===== config.mk =====
export PLATFORM = sky130hd
export DESIGN_NAME = lcd_nibble_writer
export DESIGN_NICKNAME = d
export VERILOG_FILES = /design/src/common/lcd_pkg.sv /design/src/lcd/lcd_nibble_writer.sv
export VERILOG_INCLUDE_DIRS = /design/src /design/src/common
export SDC_FILE = /design/constraint.sdc
export NUM_CORES = 1
export LEC_CHECK = 0
export ABC_CLOCK_PERIOD_IN_PS = 1300
export BUFFER_PORTS_ARGS = -buffer_cell sky130_fd_sc_hd__buf_2
export CAP_MARGIN = 15
export CORE_MARGIN = 2
export CORE_UTILIZATION = 40
export DETAILED_ROUTE_END_ITERATION = 10
export PLACE_DENSITY = 0.74
export SLEW_MARGIN = 25
export SYNTH_ARGS = -nofsm -noshare
export SYNTH_HDL_FRONTEND = slang
export SYNTH_SLANG_ARGS = --single-unit

===== constraint.sdc =====
create_clock -name clk -period 1.3 [get_ports clk]
set_input_delay 0.13 -clock clk [delete_from_list [all_inputs] [get_ports clk]]
set_output_delay 0.13 -clock clk [all_outputs]
set_load 0.01 [all_outputs]

===== src/common/lcd_defs.svh =====
`ifndef LCD_DEFS_SVH
`define LCD_DEFS_SVH

`define LCD_BYTE_W   8
`define LCD_NIBBLE_W 4
`define I2C_ADDR_W   7

`define LCD_EXP_ADDR 7'h20  // PCF8574 with A2..A0 low

`define LCD_CMD_FUNC_SET   8'h28  // 4-bit bus, 2 lines, 5x8
`define LCD_CMD_DISPLAY_ON 8'h0C  // Display on, cursor off
`define LCD_CMD_CLEAR      8'h01
`define LCD_GREETING_CHAR  8'h41  // 'A'

`define LCD_WAIT_POWER_MS  100
`define LCD_WAIT_RESET1_MS 50
`define LCD_WAIT_RESET_MS  10
`define LCD_WAIT_CMD_MS    1
`define LCD_WAIT_CLEAR_MS  20

`endif


===== src/common/lcd_pkg.sv =====
`include "lcd_defs.svh"

package lcd_pkg;

    typedef enum logic [1:0] {
        WAIT_POWER,
        SEND,
        SETTLE,
        DONE
    } init_state_e;

    typedef enum logic [2:0] {
        IDLE,
        START_BIT,
        ADDR_BITS,
        DATA_BITS,
        ACK_BIT,
        STOP_BIT
    } i2c_state_e;

    typedef struct packed {
        logic                   rs;
        logic                   nibble_only;  // Send the high nibble alone
        logic [`LCD_BYTE_W-1:0] code;
    } lcd_cmd_t;

    // Expander pin image, P7..P0
    typedef struct packed {
        logic [`LCD_NIBBLE_W-1:0] nibble;  // LCD D7..D4
        logic                     backlight;
        logic                     enable;
        logic                     rw;
        logic                     rs;
    } exp_byte_t;

endpackage


===== src/lcd/lcd_nibble_writer.sv =====
`include "lcd_defs.svh"

module lcd_nibble_writer
    import lcd_pkg::*;
(
    input  logic      clk,
    input  logic      rst,
    input  lcd_cmd_t  cmd,
    input  logic      cmd_valid,
    output logic      cmd_ready,
    output logic      start,
    output exp_byte_t wr_byte,
    input  logic      busy,
    input  logic      done
);

    lcd_cmd_t   cmd_q;
    logic       active;
    logic       in_flight;  // Frame handed to the master, waiting for done
    logic [1:0] frame;      // Bit 1 selects low nibble, bit 0 drops E
    logic       last_frame;

    assign cmd_ready  = ~active;
    assign last_frame = cmd_q.nibble_only ? (frame == 2'd1) : (frame == 2'd3);

    always_comb begin
        if (frame[1])
            wr_byte.nibble = cmd_q.code[`LCD_NIBBLE_W-1:0];
        else
            wr_byte.nibble = cmd_q.code[`LCD_BYTE_W-1:`LCD_NIBBLE_W];
        wr_byte.backlight = 1'b1;
        wr_byte.enable    = ~frame[0];
        wr_byte.rw        = 1'b0;
        wr_byte.rs        = cmd_q.rs;
    end

    always_ff @(posedge clk) begin
        if (cmd_valid && cmd_ready)
            cmd_q <= cmd;
    end

    always_ff @(posedge clk or posedge rst) begin
        if (rst) begin
            active    <= 1'b0;
            in_flight <= 1'b0;
            frame     <= '0;
            start     <= 1'b0;
        end else begin
            start <= 1'b0;
            if (!active) begin
                if (cmd_valid) begin
                    active <= 1'b1;
                    frame  <= '0;
                end
            end else if (!in_flight) begin
                if (!busy) begin
                    start     <= 1'b1;
                    in_flight <= 1'b1;
                end
            end else if (done) begin
                in_flight <= 1'b0;
                frame     <= frame + 1'b1;
                if (last_frame)
                    active <= 1'b0;
            end
        end
    end

endmodule


== After elaboration in Yosys (flattened, before gate mapping) ==
Index checks and enable logic that the tools add are counted.

* Register bits: 15
* Bits in latches: 0
* Memory bits (writable): 0
* Memory bits (read-only): 0
* Memories kept: 0

* Add/sub/neg operators: 1
* $mul: 0
* Divide/modulo/power cells: 0
* Magnitude comparators: 0
* Equality and inequality tests: 4
* Shifts and indexed selects: 0
* Muxes and demuxes: 16
* Bitwise operators: 2
* Reduce and logical (&&, ||, !) cells: 3

{| class="wikitable"
|+ Operators with widths
! cell !! count
|-
| two-way mux 1 bit || 11
|-
| two-way mux 2 bit || 4
|-
| two-way mux 4 bit || 1
|-
| AND reduction 3 bit || 1
|-
| adder 2 x 1 -> 2 bit (second input constant) || 1
|-
| equality test 2 x 1 -> 1 bit (second input constant) || 1
|-
| equality test 2 bit (second input constant) || 1
|-
| inequality test 2 x 1 -> 1 bit (second input constant) || 1
|-
| inequality test 2 bit (second input constant) || 1
|-
| NOT 1 bit || 2
|-
| nonzero test 2 bit || 1
|-
| logical AND 1 bit || 1
|}

== Longest topological paths before layout ==
* Depth in word-level cells: 6
* Depth in mapped cells: 3
* Mapped depth without buffers: 3

== Worst setup path before layout ==
No wires, ideal clock.

* Path type: reg2reg
* Start point: register active
* End point: register cmd_q[0] in the netlist's numbering (enable)
* Arrival time: 0.954 ns
* Path slack: -0.032 ns
* Cell stages (with the launch flop): 2
* Buffers on the path: 0
* Clock period less this slack: 1.332 ns
* Path through: dfrtp_1 nor2b_1

* Word-level cells in the longest chain between the ends: 2

{| class="wikitable"
|+ Ends and longest elaborated chain
! element !! line !! text
|-
| from (decl) || lcd_nibble_writer.sv:18 || <nowiki>logic active;</nowiki>
|-
| from (signal assigned) || lcd_nibble_writer.sv:44 || <nowiki>active <= 1'b0;</nowiki>
|-
| from (signal assigned) || lcd_nibble_writer.sv:52 || <nowiki>active <= 1'b1;</nowiki>
|-
| from (signal assigned) || lcd_nibble_writer.sv:64 || <nowiki>active <= 1'b0;</nowiki>
|-
| NOT 1 bit || lcd_nibble_writer.sv:23 || <nowiki>assign cmd_ready = ~active;</nowiki>
|-
| logical AND 1 bit || lcd_nibble_writer.sv:38 || <nowiki>if (cmd_valid && cmd_ready)</nowiki>
|-
| to (signal assigned) || lcd_nibble_writer.sv:39 || <nowiki>cmd_q <= cmd;</nowiki>
|-
| to (decl) || lcd_nibble_writer.sv:17 || <nowiki>lcd_cmd_t cmd_q;</nowiki>
|}

No other way between the ends.
A chain may end at the register's enable or synchronous reset.

==> flow_metrics.py <==
metrics = {
    "setup_path": {
        "timing.critical_path.to_type": "output pin",
        "timing.critical_path.fanout_max": 5,
        "cp_slowest_cell": "sky130_fd_sc_hd__dfrtp_2",
        "worst-endpoint-required_ns": 1.17,
        "cp_data_arrival_time_ns": 1.22,
        "cpLargestDelayFamily": "flip-flops",
        "start_kind": "flop",
        "cpPeakStageDelay_ns": 0.48,
        "worstSetupPathType": "reg2out",
        "timing.critical_path.buf_inv": 1,
        "cp_cell_sequence": "mux2_4 -> buf_6",
    },
    "synth": {
        "yosysWarnings": 0,
        "async_flop_share": 0.333,
        "dominantRegCellSynth": "sky130_fd_sc_hd__edfxtp_1",
        "netlist.area_leader.share": 0.490,
        "syn-instance-count": 41,
        "synth_cell_type_count": 19,
        "synth_seq_cells": 15,
        "netlist.top_cell.by_area": "sky130_fd_sc_hd__edfxtp_1",
        "top_post_synthesis_cells_by_count": "10 x sky130_fd_sc_hd__edfxtp_1, 5 x sky130_fd_sc_hd__dfrtp_1, 4 x sky130_fd_sc_hd__mux2_2, 3 x sky130_fd_sc_hd__buf_4",
        "avgSynthCellArea_um2": 15.0,
        "synth_sequential_area_ratio": 0.694,
        "synth.cell_area_um2": 613,
        "most_instantiated_library_cell_after_synthesis": "sky130_fd_sc_hd__edfxtp_1",
        "synthTopCellsByArea": "sky130_fd_sc_hd__edfxtp_1 49%, sky130_fd_sc_hd__dfrtp_1 20%, sky130_fd_sc_hd__mux2_2 7.3%",
        "synth_fp_nets": 56,
        "synth-edff-count": 10,
    },
    "placed_design": {
        "place.detailed.instances": 76,
        "placedInstanceArea_um2": 726,
        "buffer_ports.inserted": 22,
        "place_hpwl_um": 693,
        "globalplace.congestion": 0.642,
    },
    "sta": {
        "grt_setup_unrepaired": "true",
        "skew_ns": 0.00765,
        "finalHoldViolCount": 0,
        "setup_viol": 4,
        "drv_slew": 0,
        "maxClockFrequency_mhz": 743,
        "postLayoutSetupSlackWorst_ns": -0.0467,
        "layout_min_cycle_time_ns": 1.35,
        "fin_crit_sh": 1.04,
    },
    "floorplan": {
        "die_w_um": 43.2,
        "die_h_um": 43.2,
        "initial_utilization": 0.417,
        "design.core.area_um2": 1470,
        "die-area_um2": 1860,
        "io-pin-count": 25,
        "std_cell_rows": 14,
    },
    "layout": {
        "finalNonFillerCells": 87,
        "finalInstanceArea_um2": 862,
        "areaGrowthSynthToFinish_pct": 40.6,
        "antenna_cells_inserted": 0,
        "utilization": 0.586,
        "layout-drive-gt1-share": 0.535,
        "num-nets-final": 87,
    },
    "cts": {
        "tritoncts": "done",
        "worstSkewPairLatency_ns": 0.28,
        "clockBufferDepth": 2,
        "cts.htree.levels": 1,
        "tritoncts_num_sinks": 15,
        "tritoncts.num_buffers": 3,
        "clock_tree.root_cell": "sky130_fd_sc_hd__clkbuf_4",
        "cts.reportedPaths.clkPinSlew_ns": 0.10,
    },
    "detailed_routing": {
        "drc": 0,
        "drt-vias-per-instance": 4.51,
        "route.antenna.remaining_nets": 0,
        "detail_route.wl_per_cell_um": 12.3,
        "dr_total_vias": 392,
        "route.final.wire_length_um": 1070,
        "1st_iter_drt_viols": 12,
        "drtPass1Iterations": 4,
    },
    "run_status": {
        "failed_checks": "negative setup slack",
        "run_status": "complete, but fails checks",
    },
    "job": {
        "maxCapViolations": 0,
    },
    "power": {
        "vdd_drop_max_mv": 0.850,
        "power_report.internal_total_mw": 1.06,
        "net_switching_component_of_the_power_uw": 456,
        "power_frac_clock": 0.177,
        "power_leakage_nw": 0.386,
        "power_density_over_the_cells_nw_per_um2": 1760,
        "net_sw_frac": 0.301,
        "power_frac_comb": 0.348,
        "seqPwrFrac": 0.475,
    },
    "global_route": {
        "grt_overflow": 0,
        "grt_pass1_wl_um": 1510,
        "globalRouteTotalUtil": 0.119,
        "grt_start_max_net_pins": 12,
        "grt_antenna_before_repair": 0,
        "first_global_vias": 379,
    },
    "hold_path": {
        "hp-class": "in2reg",
    },
}
-- layout make-up --
class,count,area (um^2)
tap,16,20.0
clock buffer,3,22.5
inverter,3,11.3
clock inverter,1,7.51
timing repair buffer,30,208
fill,125,609
sequential,15,427
multi-input combinational,19,166
-- power by group through the flow --
stage | clock [mW] | sequential, mW | combinational, mW
floorplan | 0 | 0.687 | 0.301
global placement | 0 | 0.721 | 0.376
detailed placement | 0 | 0.726 | 0.385
CTS | 0.275 | 0.713 | 0.462
global route | 0.299 | 0.736 | 0.564
finish | 0.268 | 0.720 | 0.527
-- layout by cell type, fill, tap and decap left out, drive strengths merged, types with 3 or more instances in the layout --
cell         count
buf             25
edfxtp          10
dlygate4sd3      5
dfrtp            5
mux2             4
clkbuf           3
inv              3
-- per-stage QoR --
stage / worst slack, ns / total power, mW / hold WS (ns) / TNS (ns)
2_1_floorplan: 0.166 / 0.988 / -0.0915 / 0
3_3_place_gp: 0.203 / 1.10 / 0.0371 / 0
3_5_place_dp: 0.180 / 1.11 / 0.0483 / 0
4_1_cts: -0.0430 / 1.45 / 0.00885 / -0.154
5_1_grt: -0.0874 / 1.60 / 0.000493 / -0.336
6_report: -0.0467 / 1.52 / 0.0147 / -0.159
-- state kept, by name (all words and copies together) (netlist names) --
register,cells
active,1
wr_byte,1
cmd_q,9
frame,2
in_flight,1
start,1
-- metal layers --
layer,share of wire,global-route usage,wire length [um],vias up
li1,-,-,-,200
met1,0.36,0.119,389,176
met2,0.57,0.188,613,14
met3,0.047,0.0553,50,2
met4,0.018,0.0909,19,0
met5,0,0,0,-
-- logic make-up (layout without fill, tap and decap cells) --
| logic type | Yosys count | count (layout) | synth area share |
|---|---|---|---|
| AND/OR/NAND/NOR | 7 | 7 | 0.0796 |
| other | 2 | 2 | 0.0122 |
| flip-flops | 15 | 15 | 0.694 |
| XOR/XNOR | 2 | 2 | 0.0286 |
| AO/OA/AOI/OAI | 4 | 4 | 0.0490 |
| buffers and inverters | 7 | 37 | 0.0633 |
| multiplexers | 4 | 4 | 0.0735 |
-- path summary, 6_finish.rpt --
path                                  startpoint              endpoint  slack [ns]  depth (start not counted)
max                         frame[1]$_DFFE_PP0P_            wr_byte[7]       -0.05                          2
min                                       cmd[7]    cmd_q[7]$_DFFE_PP_        0.01                          1
max reg2reg                 frame[1]$_DFFE_PP0P_      active$_DFF_PP0_        0.14                          4
min reg2reg                in_flight$_DFFE_PP0P_       start$_DFF_PP0_        0.53                          1
max in group asynchronous                    rst  frame[1]$_DFFE_PP0P_        0.83                          3
min in group asynchronous                    rst  frame[1]$_DFFE_PP0P_        0.28                          3
-- repair_timing --
action | in CTS | in global routing
setup buffers | 2 | 0
hold buffers | 1 | 4
resized for setup | 3 | 6
endpoints found under the setup margin | 4 | 4
gates cloned | 0 | 0
hold endpoints to repair | 5 | 4
Power figures use the tool's default switching activity.
