## src/common/lcd_defs.svh

```systemverilog
`ifndef LCD_DEFS_SVH
`define LCD_DEFS_SVH

`define LCD_BYTE_W   8
`define LCD_NIBBLE_W 4
`define I2C_ADDR_W   7

`define LCD_EXP_ADDR 7'h20  // PCF8574 with A2..A0 low

`define LCD_CMD_FUNC_SET   8'h28  // 4-bit bus, 2 lines, 5x8
`define LCD_CMD_DISPLAY_ON 8'h0C  // Display on, cursor off
`define LCD_CMD_CLEAR      8'h01
`define LCD_GREETING_CHAR  8'h41  // 'A'

`define LCD_WAIT_POWER_MS  100
`define LCD_WAIT_RESET1_MS 50
`define LCD_WAIT_RESET_MS  10
`define LCD_WAIT_CMD_MS    1
`define LCD_WAIT_CLEAR_MS  20

`endif

```

## src/common/lcd_pkg.sv

```systemverilog
`include "lcd_defs.svh"

package lcd_pkg;

    typedef enum logic [1:0] {
        WAIT_POWER,
        SEND,
        SETTLE,
        DONE
    } init_state_e;

    typedef enum logic [2:0] {
        IDLE,
        START_BIT,
        ADDR_BITS,
        DATA_BITS,
        ACK_BIT,
        STOP_BIT
    } i2c_state_e;

    typedef struct packed {
        logic                   rs;
        logic                   nibble_only;  // Send the high nibble alone
        logic [`LCD_BYTE_W-1:0] code;
    } lcd_cmd_t;

    // Expander pin image, P7..P0
    typedef struct packed {
        logic [`LCD_NIBBLE_W-1:0] nibble;  // LCD D7..D4
        logic                     backlight;
        logic                     enable;
        logic                     rw;
        logic                     rs;
    } exp_byte_t;

endpackage

```

## src/lcd/lcd_init_seq.sv

```systemverilog
`include "lcd_defs.svh"

module lcd_init_seq
    import lcd_pkg::*;
#(
    parameter int DELAY_UNIT = 100_000
) (
    input  logic     clk,
    input  logic     rst,
    output lcd_cmd_t cmd,
    output logic     cmd_valid,
    input  logic     cmd_ready,
    output logic     init_done
);

    localparam logic [2:0] LAST_STEP = 3'd6;
    localparam int POWER_CYCLES = `LCD_WAIT_POWER_MS * DELAY_UNIT;
    localparam int CNT_W = $clog2(POWER_CYCLES + 1);

    init_state_e      state;
    logic [2:0]       step;
    logic [6:0]       step_ms;
    logic [CNT_W-1:0] delay_cnt;

    // Command table
    always_comb begin
        cmd     = '0;
        step_ms = '0;
        case (step)
            3'd0: begin
                cmd     = '{rs: 1'b0, nibble_only: 1'b1, code: 8'h30};  // Reset nibble 3
                step_ms = 7'(`LCD_WAIT_RESET1_MS);
            end
            3'd1: begin
                cmd     = '{rs: 1'b0, nibble_only: 1'b1, code: 8'h30};
                step_ms = 7'(`LCD_WAIT_RESET_MS);
            end
            3'd2: begin
                cmd     = '{rs: 1'b0, nibble_only: 1'b1, code: 8'h20};  // Switch to 4-bit
                step_ms = 7'(`LCD_WAIT_RESET_MS);
            end
            3'd3: begin
                cmd     = '{rs: 1'b0, nibble_only: 1'b0, code: `LCD_CMD_FUNC_SET};
                step_ms = 7'(`LCD_WAIT_CMD_MS);
            end
            3'd4: begin
                cmd     = '{rs: 1'b0, nibble_only: 1'b0, code: `LCD_CMD_DISPLAY_ON};
                step_ms = 7'(`LCD_WAIT_CMD_MS);
            end
            3'd5: begin
                cmd     = '{rs: 1'b0, nibble_only: 1'b0, code: `LCD_CMD_CLEAR};
                step_ms = 7'(`LCD_WAIT_CLEAR_MS);
            end
            default: begin
                cmd     = '{rs: 1'b1, nibble_only: 1'b0, code: `LCD_GREETING_CHAR};
                step_ms = '0;  // Nothing follows the character
            end
        endcase
    end

    assign cmd_valid = (state == SEND);
    assign init_done = (state == DONE);

    always_ff @(posedge clk or posedge rst) begin
        if (rst) begin
            state     <= WAIT_POWER;
            step      <= '0;
            delay_cnt <= CNT_W'(POWER_CYCLES);
        end else begin
            case (state)
                WAIT_POWER: begin
                    if (delay_cnt == '0)
                        state <= SEND;
                    else
                        delay_cnt <= delay_cnt - 1'b1;
                end
                SEND: begin
                    if (cmd_ready) begin
                        delay_cnt <= CNT_W'(step_ms * DELAY_UNIT);
                        state     <= SETTLE;
                    end
                end
                SETTLE: begin
                    // Count only once the nibble writer has finished the step
                    if (cmd_ready) begin
                        if (delay_cnt != '0) begin
                            delay_cnt <= delay_cnt - 1'b1;
                        end else if (step == LAST_STEP) begin
                            state <= DONE;
                        end else begin
                            step  <= step + 1'b1;
                            state <= SEND;
                        end
                    end
                end
                default: ;  // DONE holds until reset
            endcase
        end
    end

endmodule

```

## config.mk

```make
export PLATFORM = sky130hd
export DESIGN_NAME = lcd_init_seq
export DESIGN_NICKNAME = d
export VERILOG_FILES = /design/src/common/lcd_pkg.sv /design/src/lcd/lcd_init_seq.sv
export VERILOG_INCLUDE_DIRS = /design/src /design/src/common
export SDC_FILE = /design/constraint.sdc
export NUM_CORES = 1
export LEC_CHECK = 0
export ABC_CLOCK_PERIOD_IN_PS = 5300
export BUFFER_PORTS_ARGS = -buffer_cell sky130_fd_sc_hd__buf_2
export CAP_MARGIN = 25
export CORE_MARGIN = 4
export CORE_UTILIZATION = 30
export CTS_BUF_LIST = sky130_fd_sc_hd__clkbuf_16
export DETAILED_ROUTE_END_ITERATION = 10
export GPL_TIMING_DRIVEN = 0
export MAX_ROUTING_LAYER = met4
export PLACE_DENSITY_LB_ADDON = 0.1
export SLEW_MARGIN = 20
export SYNTH_ARGS = -nofsm -noshare
export SYNTH_HDL_FRONTEND = slang
export SYNTH_SLANG_ARGS = --single-unit
```

## constraint.sdc

```tcl
create_clock -name clk -period 5.3 [get_ports clk]
set_input_delay 0.53 -clock clk [delete_from_list [all_inputs] [get_ports clk]]
set_output_delay 0.53 -clock clk [all_outputs]
set_load 0.01 [all_outputs]
```

# --- Word level (Yosys, flattened, before mapping) ---
# Cells that the tools add are included.
# W data, S select, Z words.
word_totals:
  ff_bits: 29
  latchBits: 0
  mem_bits_rw: 0
  romBits: 0
  input_bits: 3
  out_inout_bits: 12
  wordCells: 47
  memories: 0
classes:
  add_sub_neg: 2
  n_mul: 1
  div_mod_pow: 0
  n_lt_le_gt_ge: 0
  eq_ne: 15
  shift: 0
  n_mux: 13
  bitwise: 2
  reduce_logical: 11
ops:
  columns: ["op", "n"]
  rows:
  - ["$mux W24", 4]
  - ["$pmux W24 S3", 1]
  - ["$pmux W10 S5", 1]
  - ["$logic_not A24 Y1", 1]
  - ["$pmux W6 S4", 1]
  - ["$reduce_bool A24 Y1", 1]
  - ["$sub A24 B1 Y24 const B", 1]
  - ["$mul A7 B12 Y19 const B", 1]
  - ["$mux W2", 5]
  - ["$ne A2 B2 Y1 const B", 5]
  - ["$reduce_and A5 Y1", 2]
  - ["$eq A3 B3 Y1 const B", 3]
  - ["$eq A3 B2 Y1 const B", 2]
  - ["$pmux W2 S3", 1]
  - ["$reduce_or A2 Y1", 3]
  - ["$eq A2 B2 Y1 const B", 2]
  - ["$reduce_and A4 Y1", 1]
  - ["$add A3 B1 Y3 const B", 1]
  - ["$eq A3 B1 Y1 const B", 1]
  - ["$logic_not A3 Y1", 1]
  - ["$reduce_bool A3 Y1", 1]
  - ["$eq A2 B1 Y1 const B", 1]
  - ["$logic_not A2 Y1", 1]
  - ["$ne A2 B1 Y1 const B", 1]
  - ["$not A1 Y1", 2]

# --- Depth between registers and ports, before layout ---
logic_depth:
  word_depth: 6
  ltp_mapped: 17
  ltp_nobuf: 17

# --- Worst setup path before layout ---
# No wires, ideal clock.
synth_timing:
  path_kind: "register to register"
  from: "register step[0]"
  to: "register delay_cnt[17]"
  setup_ns: 0.104
  arrival_ns: 3.828
  t_required_ns: 5.196
  path_slack_ns: 1.368
  path_stages_with_launch: 17
  synth_period_minus_slack_ns: 3.932
  cell_sequence: "dfrtp_1 -> inv_1 -> ha_1 -> and2_1 -> a21o_1 -> nor2b_1 -> ha_1 -> ha_1 -> fa_1 -> inv_1 -> fa_1 -> nand2b_1 -> a21oi_1 -> nand3_1 -> a21oi_1 -> xnor2_1 -> a221oi_1"
synth_between:
  elab_chain_len: 6
  elab_cells_between_ends: 12
synth_rtl:
  columns: ["item", "line", "source"]
  rows:
  - ["start: declaration", "lcd_init_seq.sv:21", "logic [2:0] step;"]
  - ["start signal: assignment", "lcd_init_seq.sv:91", "step <= step + 1'b1;"]
  - ["$eq A3 B3 Y1 (tied with other cells)", "lcd_init_seq.sv:29", "case (step)"]
  - ["$reduce_or A2 Y1 (no line)", null, null]
  - ["$pmux W6 S4 (*)", "lcd_init_seq.sv:29", null]
  - ["$mul A7 B12 Y19 (*)", "lcd_init_seq.sv:79", "delay_cnt <= CNT_W'(step_ms * DELAY_UNIT);"]
  - ["$mux W24 (*)", "lcd_init_seq.sv:78", "if (cmd_ready) begin"]
  - ["$pmux W24 S3 (*)", "lcd_init_seq.sv:70", "case (state)"]
  - ["end signal: assignment", "lcd_init_seq.sv:68", "delay_cnt <= CNT_W'(POWER_CYCLES);"]
  - ["end signal: assignment", "lcd_init_seq.sv:75", "delay_cnt <= delay_cnt - 1'b1;"]
  - ["end signal: assignment", "lcd_init_seq.sv:79", null]
  - ["end: declaration", "lcd_init_seq.sv:23", "logic [CNT_W-1:0] delay_cnt;"]
# Every way passes the cells marked *; elsewhere a longest branch is shown, timed or not. The select of a mux whose other input is x is not followed.
# A chain may end at the register's enable or synchronous reset.

# --- Final worst setup path ---
# Ends and elaborated chain as after synthesis.

==> results.tsv <==
stage	metric	value	unit
critical_path	startpoint types	register	
synth	Syn Inst Count	335	
cts	Root Buffer	clkbuf_16	
cells_and_area	storage element area	736	sq um
global_routing	vias in the first global route	2382	
critical_path	WS Path Type	reg2reg	
power	VDD IR-drop max	91.9	uV
die	Core Region	8810	sq um
power	Pwr Total	518	uW
placement	IO buf count	12	
critical_path	Crit path buffers/inverters	2	
critical_path	CP required	5470	ps
synth	area share of the leading cell type in the synthesized netlist	0.192	
synth	async set-reset flop share out of synthesis	1.00	
detailed_routing	final wirelength	7.63	mm
die	total die area	10700	sq um
synth	synth cell count leaders	39 x o21ai_0, 35 x ha_1, 33 x nor2_1	
cts	clock slew seen by the registers of the worst setup and hold paths	50	ps
critical_path	Worst Setup EP	delay_cnt[17]	
critical_path	worst reg2reg setup slack	740	ps
critical_path	Setup crit start	step[0]	
power	Pleak	1.41	nW
cts	CTS H-tree lvls	2	
global_routing	Tot GR Track Use	0.159	
synth	share of the yosys chip area belonging to registers	0.269	
critical_path	worst-path fanout max	5	
worst_hold_path	worst min path class	in2async	
critical_path	cell mode on critical path	ha_1	
cts	TritonCTS clock tree	built	
critical_path	reg-to-reg startpoint	step[0]	
cts	CTS sink cnt	29	
cells_and_area	# fillers	922	
detailed_routing	Iter 0 DRT Violations	145	
cts	Max clock buf depth	2	
critical_path	crit end category	register	
timing	Worst slew margin	0.449	
critical_path	Crit. path cell count	15	
synth	count of unique library cells instantiated by Yosys	50	
global_routing	first-pass GRT wire length	12.6	mm
synth	EDFF count, synth	0	
job	max-cap violations	0	
detailed_routing	ANT nets after route	0	
cells_and_area	design area	3090	sq um
cts	cts hold-fix bufs	0	
timing	Slew Viols, Final	0	
cells_and_area	Nets	402	
critical_path	reg2reg end	delay_cnt[17]	
timing	RSZ-0062 raised after global routing	false	
timing	Worst-Margin Slew	818	ps
die	Cell Rows	34	
detailed_routing	DRC violations left	0	
global_routing	pin count of the biggest net entering global routing	30	
placement	global placer's final weighted congestion	0.864	
die	# IOs	15	
critical_path	CP max stage delay	650	ps
critical_path	cell breakdown of the critical path	inv_1 -> ha_1 -> nor2_1 -> o21ai_0 -> ha_1 -> ha_1 -> fa_1 -> inv_1 -> fa_1 -> nand2b_1 -> a21oi_1 -> nand3_1 -> a21oi_1 -> xnor2_1 -> a221oi_1	
power	P per Cell Area	168	nW/um^2
synth	synth top area cells	dfrtp_1 19%, ha_1 16%, dfstp_2 7.7%	
die	die extent in y	103	microns
critical_path	R2R depth	15	
detailed_routing	Vias/cell	5.24	
detailed_routing	drt pass-1 iters	4	
cts	Clock Latency Late Sink	280	ps
die	initial core utilization	0.310	
cells_and_area	Area Overhead vs Synth	13.0	%
outcome	status	finished clean	
synth	Avg Inst Size Synth	8.16	sq um
synth	Yosys reg bits	29	
placement	Post-DP HPWL	5.70	mm
critical_path	worst path arrival time	4730	ps
timing	skew final	6.33	ps
global_routing	initial antenna violation count	0	
cts	Post-CTS Setup Inserts	0	
detailed_routing	WL per Instance	16.3	microns
cells_and_area	share of cells above drive strength 1	0.111	
synth	YS warnings	0	
synth	commonest register cell after synthesis	dfrtp_1	
critical_path	slowest CP cell	o21ai_0	
synth	most common cell in the netlist	o21ai_0	
cells_and_area	area occupied by multi-input gates	1850	sq um
cts	Num CTS Buffers	5	
critical_path	CP delay by family, top	adder cells	
timing	Hold Vio Cnt, Final	0	
timing	final setup TNS	0	ps
cells_and_area	diode count	0	
detailed_routing	via count	2451	
timing	Tmin final	4560	ps
synth	Post-Syn Area	2730	sq um
placement	DP Area	2940	sq um
global_routing	total grt overflow	0	
timing	fmax	219	MHz
die	Die X-Extent	103	microns
timing	fin crit share	0.860	
timing	Final Setup Violations	0	
cts	post_cts resized	0	
synth	Yosys top cell by area	dfrtp_1	
cells_and_area	final core utilization	0.351	
[layer usage]
metal | routed length [microns] | part of all wire | up-vias | track usage
li1 | - | - | 1248 | -
met1 | 3830 | 0.50 | 1147 | 0.226
met2 | 3250 | 0.43 | 43 | 0.228
met3 | 386 | 0.051 | 13 | 0.0235
met4 | 156 | 0.020 | 0 | 0.0568
met5 | 0 | 0 | - | -
[cell usage in the layout, fill, tap and decap left out, drive strengths merged, types with 7 or more instances in the layout]
master	n
nor3	13
clkbuf	16
a21oi	28
or3	8
nand3	8
nor2	33
dfstp	8
buf	18
dfrtp	21
inv	26
nor4	7
nand2	19
ha	35
o21ai	39
[state kept, by name, indices dropped and copies added, names as in the netlist]
register,count
state,2
step,3
delay_cnt,24
[report_power, final]
group	switching [mW]	internal (mW)	total, mW
Combinational	0.0130	0.00777	0.0208
Sequential	0.00461	0.227	0.232
Clock	0.0978	0.168	0.266
[stage by stage]
step	setup slack (ps)	hold WS, ps	cells
floorplan	1370	471	339
global placement	702	499	459
detailed placement	727	510	459
CTS	696	382	467
global route	372	420	468
finish	742	349	468
[layout make-up]
type / instances / share of cell area
Clock inverter: 3 / 0.00365
Timing Repair Buffer: 13 / 0.0219
Buffer: 16 / 0.0247
Tap cell: 108 / 0.0438
Inverter: 24 / 0.0292
Clock buffer: 5 / 0.0405
Multi-Input combinational cell: 270 / 0.598
Sequential cell: 29 / 0.238
[worst reg2reg max path, cell delays in order (launching register included)]
cell,delay [ps]
dfrtp_1,440
inv_1,140
ha_1,260
nor2_1,80
o21ai_0,650
ha_1,380
ha_1,340
fa_1,580
inv_1,70
fa_1,430
nand2b_1,170
a21oi_1,260
nand3_1,130
a21oi_1,170
xnor2_1,80
a221oi_1,270
[worst min path at each step]
stage / slack (ps) / from / depth (start not counted) / to
3_3_place_gp: 500 / delay_cnt[9] / 2 / delay_cnt[9]
2_1_floorplan: 470 / delay_cnt[13] / 2 / delay_cnt[13]
5_1_grt: 420 / rst / 2 / state[0]
6_report: 350 / rst / 2 / state[1]
3_5_place_dp: 510 / delay_cnt[9] / 2 / delay_cnt[9]
4_1_cts: 380 / rst / 2 / state[0]
[cells by family after synthesis]
logic type      share of synthesized area
simple gates                        0.214
compound gates                      0.214
fa+ha+maj                           0.197
buf+inv                            0.0609
flops                               0.269
xor+xnor                           0.0320
mux                                0.0110
other cells                       0.00137
Note: power is estimated with default switching activity, not from simulation.
