File: config.mk
export PLATFORM = sky130hd
export DESIGN_NAME = i2c_byte_writer
export DESIGN_NICKNAME = d
export VERILOG_FILES = /design/src/common/lcd_pkg.sv /design/src/i2c/i2c_byte_writer.sv
export VERILOG_INCLUDE_DIRS = /design/src /design/src/common
export SDC_FILE = /design/constraint.sdc
export NUM_CORES = 1
export LEC_CHECK = 0
export BUFFER_PORTS_ARGS = -buffer_cell sky130_fd_sc_hd__buf_2
export CAP_MARGIN = 10
export CORE_MARGIN = 2
export CORE_UTILIZATION = 50
export DETAILED_ROUTE_END_ITERATION = 10
export PLACE_DENSITY = 0.81
export RECOVER_POWER = 100
export SLEW_MARGIN = 5
export SYNTH_ARGS = -nofsm -noshare
export SYNTH_HDL_FRONTEND = slang
export SYNTH_SLANG_ARGS = --single-unit
File: constraint.sdc
create_clock -name clk -period 3.2 [get_ports clk]
set_clock_uncertainty 0.1 [all_clocks]
set_input_delay 0.32 -clock clk [delete_from_list [all_inputs] [get_ports clk]]
set_output_delay 0.32 -clock clk [all_outputs]
set_load 0.02 [all_outputs]
File: src/common/lcd_defs.svh
`ifndef LCD_DEFS_SVH
`define LCD_DEFS_SVH

`define LCD_BYTE_W   8
`define LCD_NIBBLE_W 4
`define I2C_ADDR_W   7

`define LCD_EXP_ADDR 7'h20  // PCF8574 with A2..A0 low

`define LCD_CMD_FUNC_SET   8'h28  // 4-bit bus, 2 lines, 5x8
`define LCD_CMD_DISPLAY_ON 8'h0C  // Display on, cursor off
`define LCD_CMD_CLEAR      8'h01
`define LCD_GREETING_CHAR  8'h41  // 'A'

`define LCD_WAIT_POWER_MS  100
`define LCD_WAIT_RESET1_MS 50
`define LCD_WAIT_RESET_MS  10
`define LCD_WAIT_CMD_MS    1
`define LCD_WAIT_CLEAR_MS  20

`endif

File: src/common/lcd_pkg.sv
`include "lcd_defs.svh"

package lcd_pkg;

    typedef enum logic [1:0] {
        WAIT_POWER,
        SEND,
        SETTLE,
        DONE
    } init_state_e;

    typedef enum logic [2:0] {
        IDLE,
        START_BIT,
        ADDR_BITS,
        DATA_BITS,
        ACK_BIT,
        STOP_BIT
    } i2c_state_e;

    typedef struct packed {
        logic                   rs;
        logic                   nibble_only;  // Send the high nibble alone
        logic [`LCD_BYTE_W-1:0] code;
    } lcd_cmd_t;

    // Expander pin image, P7..P0
    typedef struct packed {
        logic [`LCD_NIBBLE_W-1:0] nibble;  // LCD D7..D4
        logic                     backlight;
        logic                     enable;
        logic                     rw;
        logic                     rs;
    } exp_byte_t;

endpackage

File: src/i2c/i2c_byte_writer.sv
`include "lcd_defs.svh"

module i2c_byte_writer
    import lcd_pkg::*;
#(
    parameter int CLK_DIV = 500
) (
    input  logic      clk,
    input  logic      rst,
    input  logic      start,
    input  exp_byte_t wr_byte,
    output logic      busy,
    output logic      done,
    output logic      scl,
    output logic      sda_drive_low,
    input  logic      sda_in
);

    localparam int QUARTER = (CLK_DIV >= 8) ? CLK_DIV / 4 : 2;
    localparam int QW = $clog2(QUARTER);
    localparam logic [`LCD_BYTE_W-1:0] ADDR_BYTE = {`LCD_EXP_ADDR, 1'b0};  // Write

    i2c_state_e    state;
    logic [1:0]    phase;  // Quarter of the SCL period
    logic [QW-1:0] q_cnt;
    logic          tick;
    logic [2:0]    bit_cnt;
    logic          sent_addr;
    exp_byte_t     data_q;
    logic          tx_bit;
    logic          last_ack;
    logic          scl_next;
    logic          sda_low_next;

    assign tick   = (q_cnt == QW'(QUARTER - 1));
    assign tx_bit = sent_addr ? data_q[3'd7 - bit_cnt] : ADDR_BYTE[3'd7 - bit_cnt];

    // Bit slot: SCL low for phases 0-1, high for 2-3; SDA moves at phase 1
    always_comb begin
        scl_next     = phase[1];
        sda_low_next = sda_drive_low;
        case (state)
            IDLE: begin
                scl_next     = 1'b1;
                sda_low_next = 1'b0;
            end
            START_BIT: begin
                scl_next     = 1'b1;
                sda_low_next = 1'b1;  // SDA falls with SCL high
            end
            ADDR_BITS, DATA_BITS: begin
                if (phase == 2'd1)
                    sda_low_next = ~tx_bit;
            end
            ACK_BIT: begin
                if (phase == 2'd1)
                    sda_low_next = 1'b0;  // Release for the slave
            end
            STOP_BIT: begin
                if (phase == 2'd1)
                    sda_low_next = 1'b1;
                else if (phase == 2'd3)
                    sda_low_next = 1'b0;  // SDA rises with SCL high
            end
            default: begin
                scl_next     = 1'b1;
                sda_low_next = 1'b0;
            end
        endcase
    end

    always_ff @(posedge clk) begin
        if (state == IDLE && start)
            data_q <= wr_byte;
        if (state == ACK_BIT && phase == 2'd2 && tick)
            last_ack <= sda_in;  // Sampled, not checked
    end

    always_ff @(posedge clk or posedge rst) begin
        if (rst) begin
            state         <= IDLE;
            phase         <= '0;
            q_cnt         <= '0;
            bit_cnt       <= '0;
            sent_addr     <= 1'b0;
            busy          <= 1'b0;
            done          <= 1'b0;
            scl           <= 1'b1;
            sda_drive_low <= 1'b0;
        end else begin
            done          <= 1'b0;
            scl           <= scl_next;
            sda_drive_low <= sda_low_next;
            if (state == IDLE) begin
                q_cnt <= '0;
                phase <= '0;
                if (start) begin
                    busy      <= 1'b1;
                    bit_cnt   <= '0;
                    sent_addr <= 1'b0;
                    state     <= START_BIT;
                end
            end else if (!tick) begin
                q_cnt <= q_cnt + 1'b1;
            end else begin
                q_cnt <= '0;
                phase <= phase + 1'b1;
                case (state)
                    START_BIT: begin
                        if (phase == 2'd1) begin
                            phase <= '0;
                            state <= ADDR_BITS;
                        end
                    end
                    ADDR_BITS, DATA_BITS: begin
                        if (phase == 2'd3) begin
                            bit_cnt <= bit_cnt + 1'b1;
                            if (bit_cnt == 3'd7)
                                state <= ACK_BIT;
                        end
                    end
                    ACK_BIT: begin
                        if (phase == 2'd3) begin
                            if (sent_addr) begin
                                state <= STOP_BIT;
                            end else begin
                                sent_addr <= 1'b1;
                                state     <= DATA_BITS;
                            end
                        end
                    end
                    STOP_BIT: begin
                        if (phase == 2'd3) begin
                            busy  <= 1'b0;
                            done  <= 1'b1;
                            state <= IDLE;
                        end
                    end
                    default: state <= IDLE;
                endcase
            end
        end
    end

endmodule

# [Word level (Yosys, flattened, before mapping)]
# Memories as Yosys holds them, arrays and structs flattened.
# Index checks and enable logic that the tools add are counted.
[totals] output_inout_bits=4 mem_bits_ro=8 word_cells=97 reg_bits=28 in_bits=12 memories=1
[classes] n_reduce_logical=14 n_eq_ne=18 n_mux=44 magnitude_cmp=1 addsub=4 bitwise_logic=1
[mem_list] memory="(name not given)" depth=8 word_bits=1 rd=1 rd_clocked_by_memory_dff=0 write_ports=0 line_no="i2c_byte_writer.sv:36" source="assign tx_bit = sent_addr ? data_q[3'd7 - bit_cnt] : ADDR_BYTE[3'd7 - bit_cnt];"
[op_table] operator="$mux 3" n=14
[op_table] operator="$mux 1" n=21
[op_table] operator="$ne 3x3->1 const B" n=6
[op_table] operator="$mux 7" n=2
[op_table] operator="$pmux 3 s4" n=1
[op_table] operator="$reduce_and 4->1" n=3
[op_table] operator="$reduce_bool 2->1" n=5
[op_table] operator="$eq 3x3->1 const B" n=3
[op_table] operator="$mux 2" n=4
[op_table] operator="$add 7x1->7 const B" n=1
[op_table] operator="$eq 7x7->1 const B" n=1
[op_table] operator="$reduce_and 7->1" n=1
[op_table] operator="$eq 3x2->1 const B" n=2
[op_table] operator="$ne 2x2->1 const B" n=3
[op_table] operator="$lt 3x4->1 const B" n=1
[op_table] operator="$pmux 1 s4" n=1
[op_table] operator="$reduce_or 4->1" n=1
[op_table] operator="$add 3x1->3 const B" n=1
[op_table] operator="$bmux 1 s3" n=1
[op_table] operator="$eq 3x1->1 const B" n=1
[op_table] operator="$logic_not 3->1" n=1
[op_table] operator="$reduce_and 3->1" n=1
[op_table] operator="$sub 3x3->3 const A" n=1
[op_table] operator="$add 2x1->2 const B" n=1
[op_table] operator="other kinds (5)" n=5

# [Logic depth before layout (Yosys ltp)]
[depth] ltp_word=7 mapped_depth=9

# [Least setup slack after synthesis]
# OpenSTA, ideal clock, no wires.
[synth_timing] path_type="register to register" start="register bit_cnt[0]" end="register state[0]" setup_time_ns=0.125 setup_slack_ns=1.357 n_path_buf=0 stages_incl_launch_ff=8 required_ns=2.975 period_less_slack_ns=1.843 arrival_time_ns=1.618 cell_sequence="dfrtp_1 ha_1 ha_1 nand3_1 a211oi_1 nor2b_1 o22ai_1 mux2_2"
[synth_via] elab_chain_len=3
[synth_rtl] item="start, declared" line_no="i2c_byte_writer.sv:27" source="logic [2:0] bit_cnt;"
[synth_rtl] item="start signal, assigned" line_no="i2c_byte_writer.sv:117" source="bit_cnt <= bit_cnt + 1'b1;"
[synth_rtl] item="$eq 3x3->1" line_no="i2c_byte_writer.sv:118" source="if (bit_cnt == 3'd7)"
[synth_rtl] item="$ne 3x3->1 (no line)"
[synth_rtl] item="$reduce_and 7->1 (no line)"
[synth_rtl] item="end signal, assigned" line_no="i2c_byte_writer.sv:119" source="state <= ACK_BIT;"
[synth_rtl] item="end signal, assigned" line_no="i2c_byte_writer.sv:125" source="state <= STOP_BIT;"
[synth_rtl] item="end signal, assigned" line_no="i2c_byte_writer.sv:128" source="state <= DATA_BITS;"
[synth_rtl] item="end, declared" line_no="i2c_byte_writer.sv:23" source="i2c_state_e state;"
# No other way between the ends.
# A chain may end at the register's enable or synchronous reset.

# [Worst setup path after layout]
[layout_timing] start="register state[1]" end="register state[0]"
[layout_via] elab_chain_len=5 elab_cells_between_ends=18 classes_between="eq/ne (11); mux (3); reduce/logical (4)"
[layout_rtl] item="start signal, assigned" line_no="i2c_byte_writer.sv:81" source="state <= IDLE;"
[layout_rtl] item="start signal, assigned" line_no="i2c_byte_writer.sv:101" source="state <= START_BIT;"
[layout_rtl] item="start signal, assigned" line_no="i2c_byte_writer.sv:112" source="state <= ADDR_BITS;"
[layout_rtl] item="$eq 3x2->1" line_no="i2c_byte_writer.sv:108" source="case (state)"
[layout_rtl] item="$reduce_or 2->1" line_no="i2c_byte_writer.sv:108"
[layout_rtl] item="$pmux 3 s4" line_no="i2c_byte_writer.sv:108"
[layout_rtl] item="$mux 3" line_no="i2c_byte_writer.sv:103" source="end else if (!tick) begin"
[layout_rtl] item="$mux 3" line_no="i2c_byte_writer.sv:94" source="if (state == IDLE) begin"
# Parallel ways exist; a longest one is shown, timed or not. The select of a mux whose other input is x is not followed.

==> results.yml <==
status:
  status: "finished, violations left"
  violations: "hold timing"
clocking:
  htreeDepth: 1
  clock_latency_ns: 0.33
  cts-buffers-inserted: 3
  clock_sinks: 28
  cts-resized-gates: 0
  clk_path_buf_depth: 2
  clk_pin_slew_worst_paths_ns: 0.15
  post-cts-setup-buffers: 0
  cts_tree: "done"
  root_buffer: "clkbuf_4"
  ctsHoldBuffers: 0
place:
  placed_area_um2: 1480
  dp_hpwl_um: 1720
  gp_congestion: 0.778
  place.port_buffers: 14
layout:
  syn2layout_area_growth_pct: 9.34
  drive_gt1_frac: 0.152
  multi_input_area_um2: 588
  stdcell_area_um2: 1520
  diodes: 0
  final_common_cell: "dfrtp_1"
  num-fill-cells: 246
  regArea_um2: 742
  fin_nets: 164
  final_cell_mix: "dfrtp_1, nor2_1, inv_1, buf_2"
floorplanning:
  dieWidth_um: 56.8
  num_rows: 19
  start_util: 0.514
  die_y_um: 56.8
  ios: 16
  dieArea_um2: 3230
  core_area_um2: 2710
sta:
  setup_viol: 0
  fin_crit_ns: 2.45
  final_max_slew_viol_count: 0
  rsz0062_at_grt: "no"
  tightest_slew_ns: 0.816
  timing.final.hold_violations: 19
  fin_tns_setup_ns: 0
  fmax_mhz: 409
  worst_hold_slack_ns: -0.0149
  slew_headroom: 0.452
  min_period_over_period: 0.764
power_and_ir_drop:
  p_sw_uw: 110
  pwr_density_cell_nw_per_um2: 400
  comb_power_share: 0.017
  p_int_uw: 499
  clockPowerShare: 0.379
  power_frac_seq: 0.604
  vdd_drop_max_mv: 0.242
  p_leak_uw: 0.000675
  swShare: 0.181
critical_path:
  slowest_delay_ns: 0.71
  worst_setup_path_end_kind: "flop"
  cp.buffers_inverters: 1
  startpoint_type: "flop"
  slowest_stage: "nor3_1"
  worstPathArrival_ns: 2.58
  crit_required_ns: 3.34
  critPathTopFamily: "simple AND/OR/NAND/NOR gates"
  path_cells: "nor3_1 > nand2_2 > inv_1 > o22ai_1 > mux2_2"
  path_max_fanout: 11
  critical_path_class: "reg -> reg"
logic_synthesis:
  yosysUniqueCellTypes: 41
  synth_edf_count: 8
  syn-num-nets: 149
  syn_area_um2: 1390
  postSynthRegisterBits: 28
  yosysWarnings: 0
  synthFlopType: "dfrtp_1"
  synth_seq_area_share: 0.532
  async_flop_share: 0.714
  syn-instance-count: 131
  syn_avg_cell_area_um2: 10.6
route:
  viasPerCell: 5.63
  route.detailed.drc: 0
  routed_wl_um: 2380
  wire_per_inst_um: 13.5
  drt_iter0_drc: 49
  ant_nets: 0
  drtPass1Iterations: 4
  vias: 991
hold_path:
  hold_path_class: "in -> async"
global_route:
  overflow: 0
  grt_pass1_wl_um: 4070
  grt_pass1_vias: 957
  track_usage: 0.163
  grt_max_degree: 21
  antenna_found_initial: 0
run:
  maxCapViolCount: 0
worst reg2reg max path: stages (launching register included):
cell     delay [ns]
dfrtp_1        0.51
nor3_1         0.71
nand2_2        0.16
inv_1          0.36
o22ai_1        0.21
mux2_2         0.30
stage by stage:
step / hold slack, ns / utilization / total power (uW) / setup slack, ns / instances
final: -0.0149 / 0.562 / 609 / 0.754 / 176
after global routing: 0.0352 / 0.562 / 626 / 0.493 / 176
after CTS: 0.0104 / 0.566 / 614 / 1.04 / 176
after detailed placement: 0.382 / 0.547 / 386 / 1.07 / 172
after global placement: 0.372 / 0.547 / 386 / 1.16 / 172
after floorplan: 0.183 / - / 379 / 1.36 / 131
synth_stat cells (2+ instances only):
library cell | instances | area, um^2
nand2_1 | 8 | 30.0
nand3_1 | 8 | 40.0
nor2b_1 | 3 | 18.8
nor2_1 | 18 | 67.6
xnor2_1 | 4 | 35.0
dfrtp_1 | 19 | 475
ha_1 | 6 | 75.1
inv_1 | 9 | 33.8
mux2i_1 | 2 | 20.0
xor2_1 | 3 | 26.3
nand2b_1 | 3 | 18.8
nor3_1 | 2 | 10.0
mux2_2 | 3 | 33.8
or2_2 | 2 | 12.5
o21ai_0 | 8 | 40.0
edfxtp_1 | 8 | 240
sequential cells by signal, indices dropped and copies added, names as in the netlist:
name           cells
bit_cnt            3
busy               1
data_q             8
done               1
phase              2
q_cnt              7
scl                1
sda_drive_low      1
sent_addr          1
state              3
per-layer routing:
metal | GRT usage | share of wire
met3 | 0.0207 | 0.024
met5 | 0 | 0
met4 | 0.0698 | 0.024
met2 | 0.289 | 0.54
met1 | 0.198 | 0.41
power by group through the flow:
stage               registers [uW]  logic [uW]  clock network, uW
detailed placement             375        11.0                  0
floorplan                      375        3.82                  0
CTS                            368        11.0                235
finish                         368        10.4                231
global route                   368        12.0                246
global placement               375        10.6                  0
kinds of logic (layout without fill, tap and decap cells):
group / Yosys count / in the layout / synth area share
and+or+nand+nor: 51 / 51 / 0.178
AOI/OAI and AO/OA: 19 / 19 / 0.0925
buffers and inverters: 14 / 28 / 0.0422
xor gates and xnor gates: 7 / 7 / 0.0440
muxes: 6 / 6 / 0.0575
adders and majority gates: 6 / 6 / 0.0539
DFF: 28 / 28 / 0.532
worst paths after layout:
check / startpoint / endpoint / slack (ns) / depth (start not counted)
min reg2reg: busy$_DFFE_PP0P_ / busy$_DFFE_PP0P_ / 0.42 / 2
min in group clk: wr_byte[4] / data_q[4]$_DFFE_PP_ / 0.05 / 1
max: state[1]$_DFFE_PP0P_ / state[0]$_DFFE_PP0P_ / 0.75 / 5
max in group asynchronous: rst / q_cnt[2]$_DFF_PP0_ / 2.55 / 2
min: rst / phase[1]$_DFFE_PP0P_ / -0.01 / 2
max reg2reg: state[1]$_DFFE_PP0P_ / state[0]$_DFFE_PP0P_ / 0.75 / 5
final cells by class:
class | instances | area share
multi-input cells | 89 | 0.386
clock buffers | 3 | 0.0148
inverters | 10 | 0.0246
flip-flops and latches | 28 | 0.487
clock inverters | 1 | 0.0197
well taps | 31 | 0.0255
repair buffers | 14 | 0.0427
(Power assumes the default switching activity.)
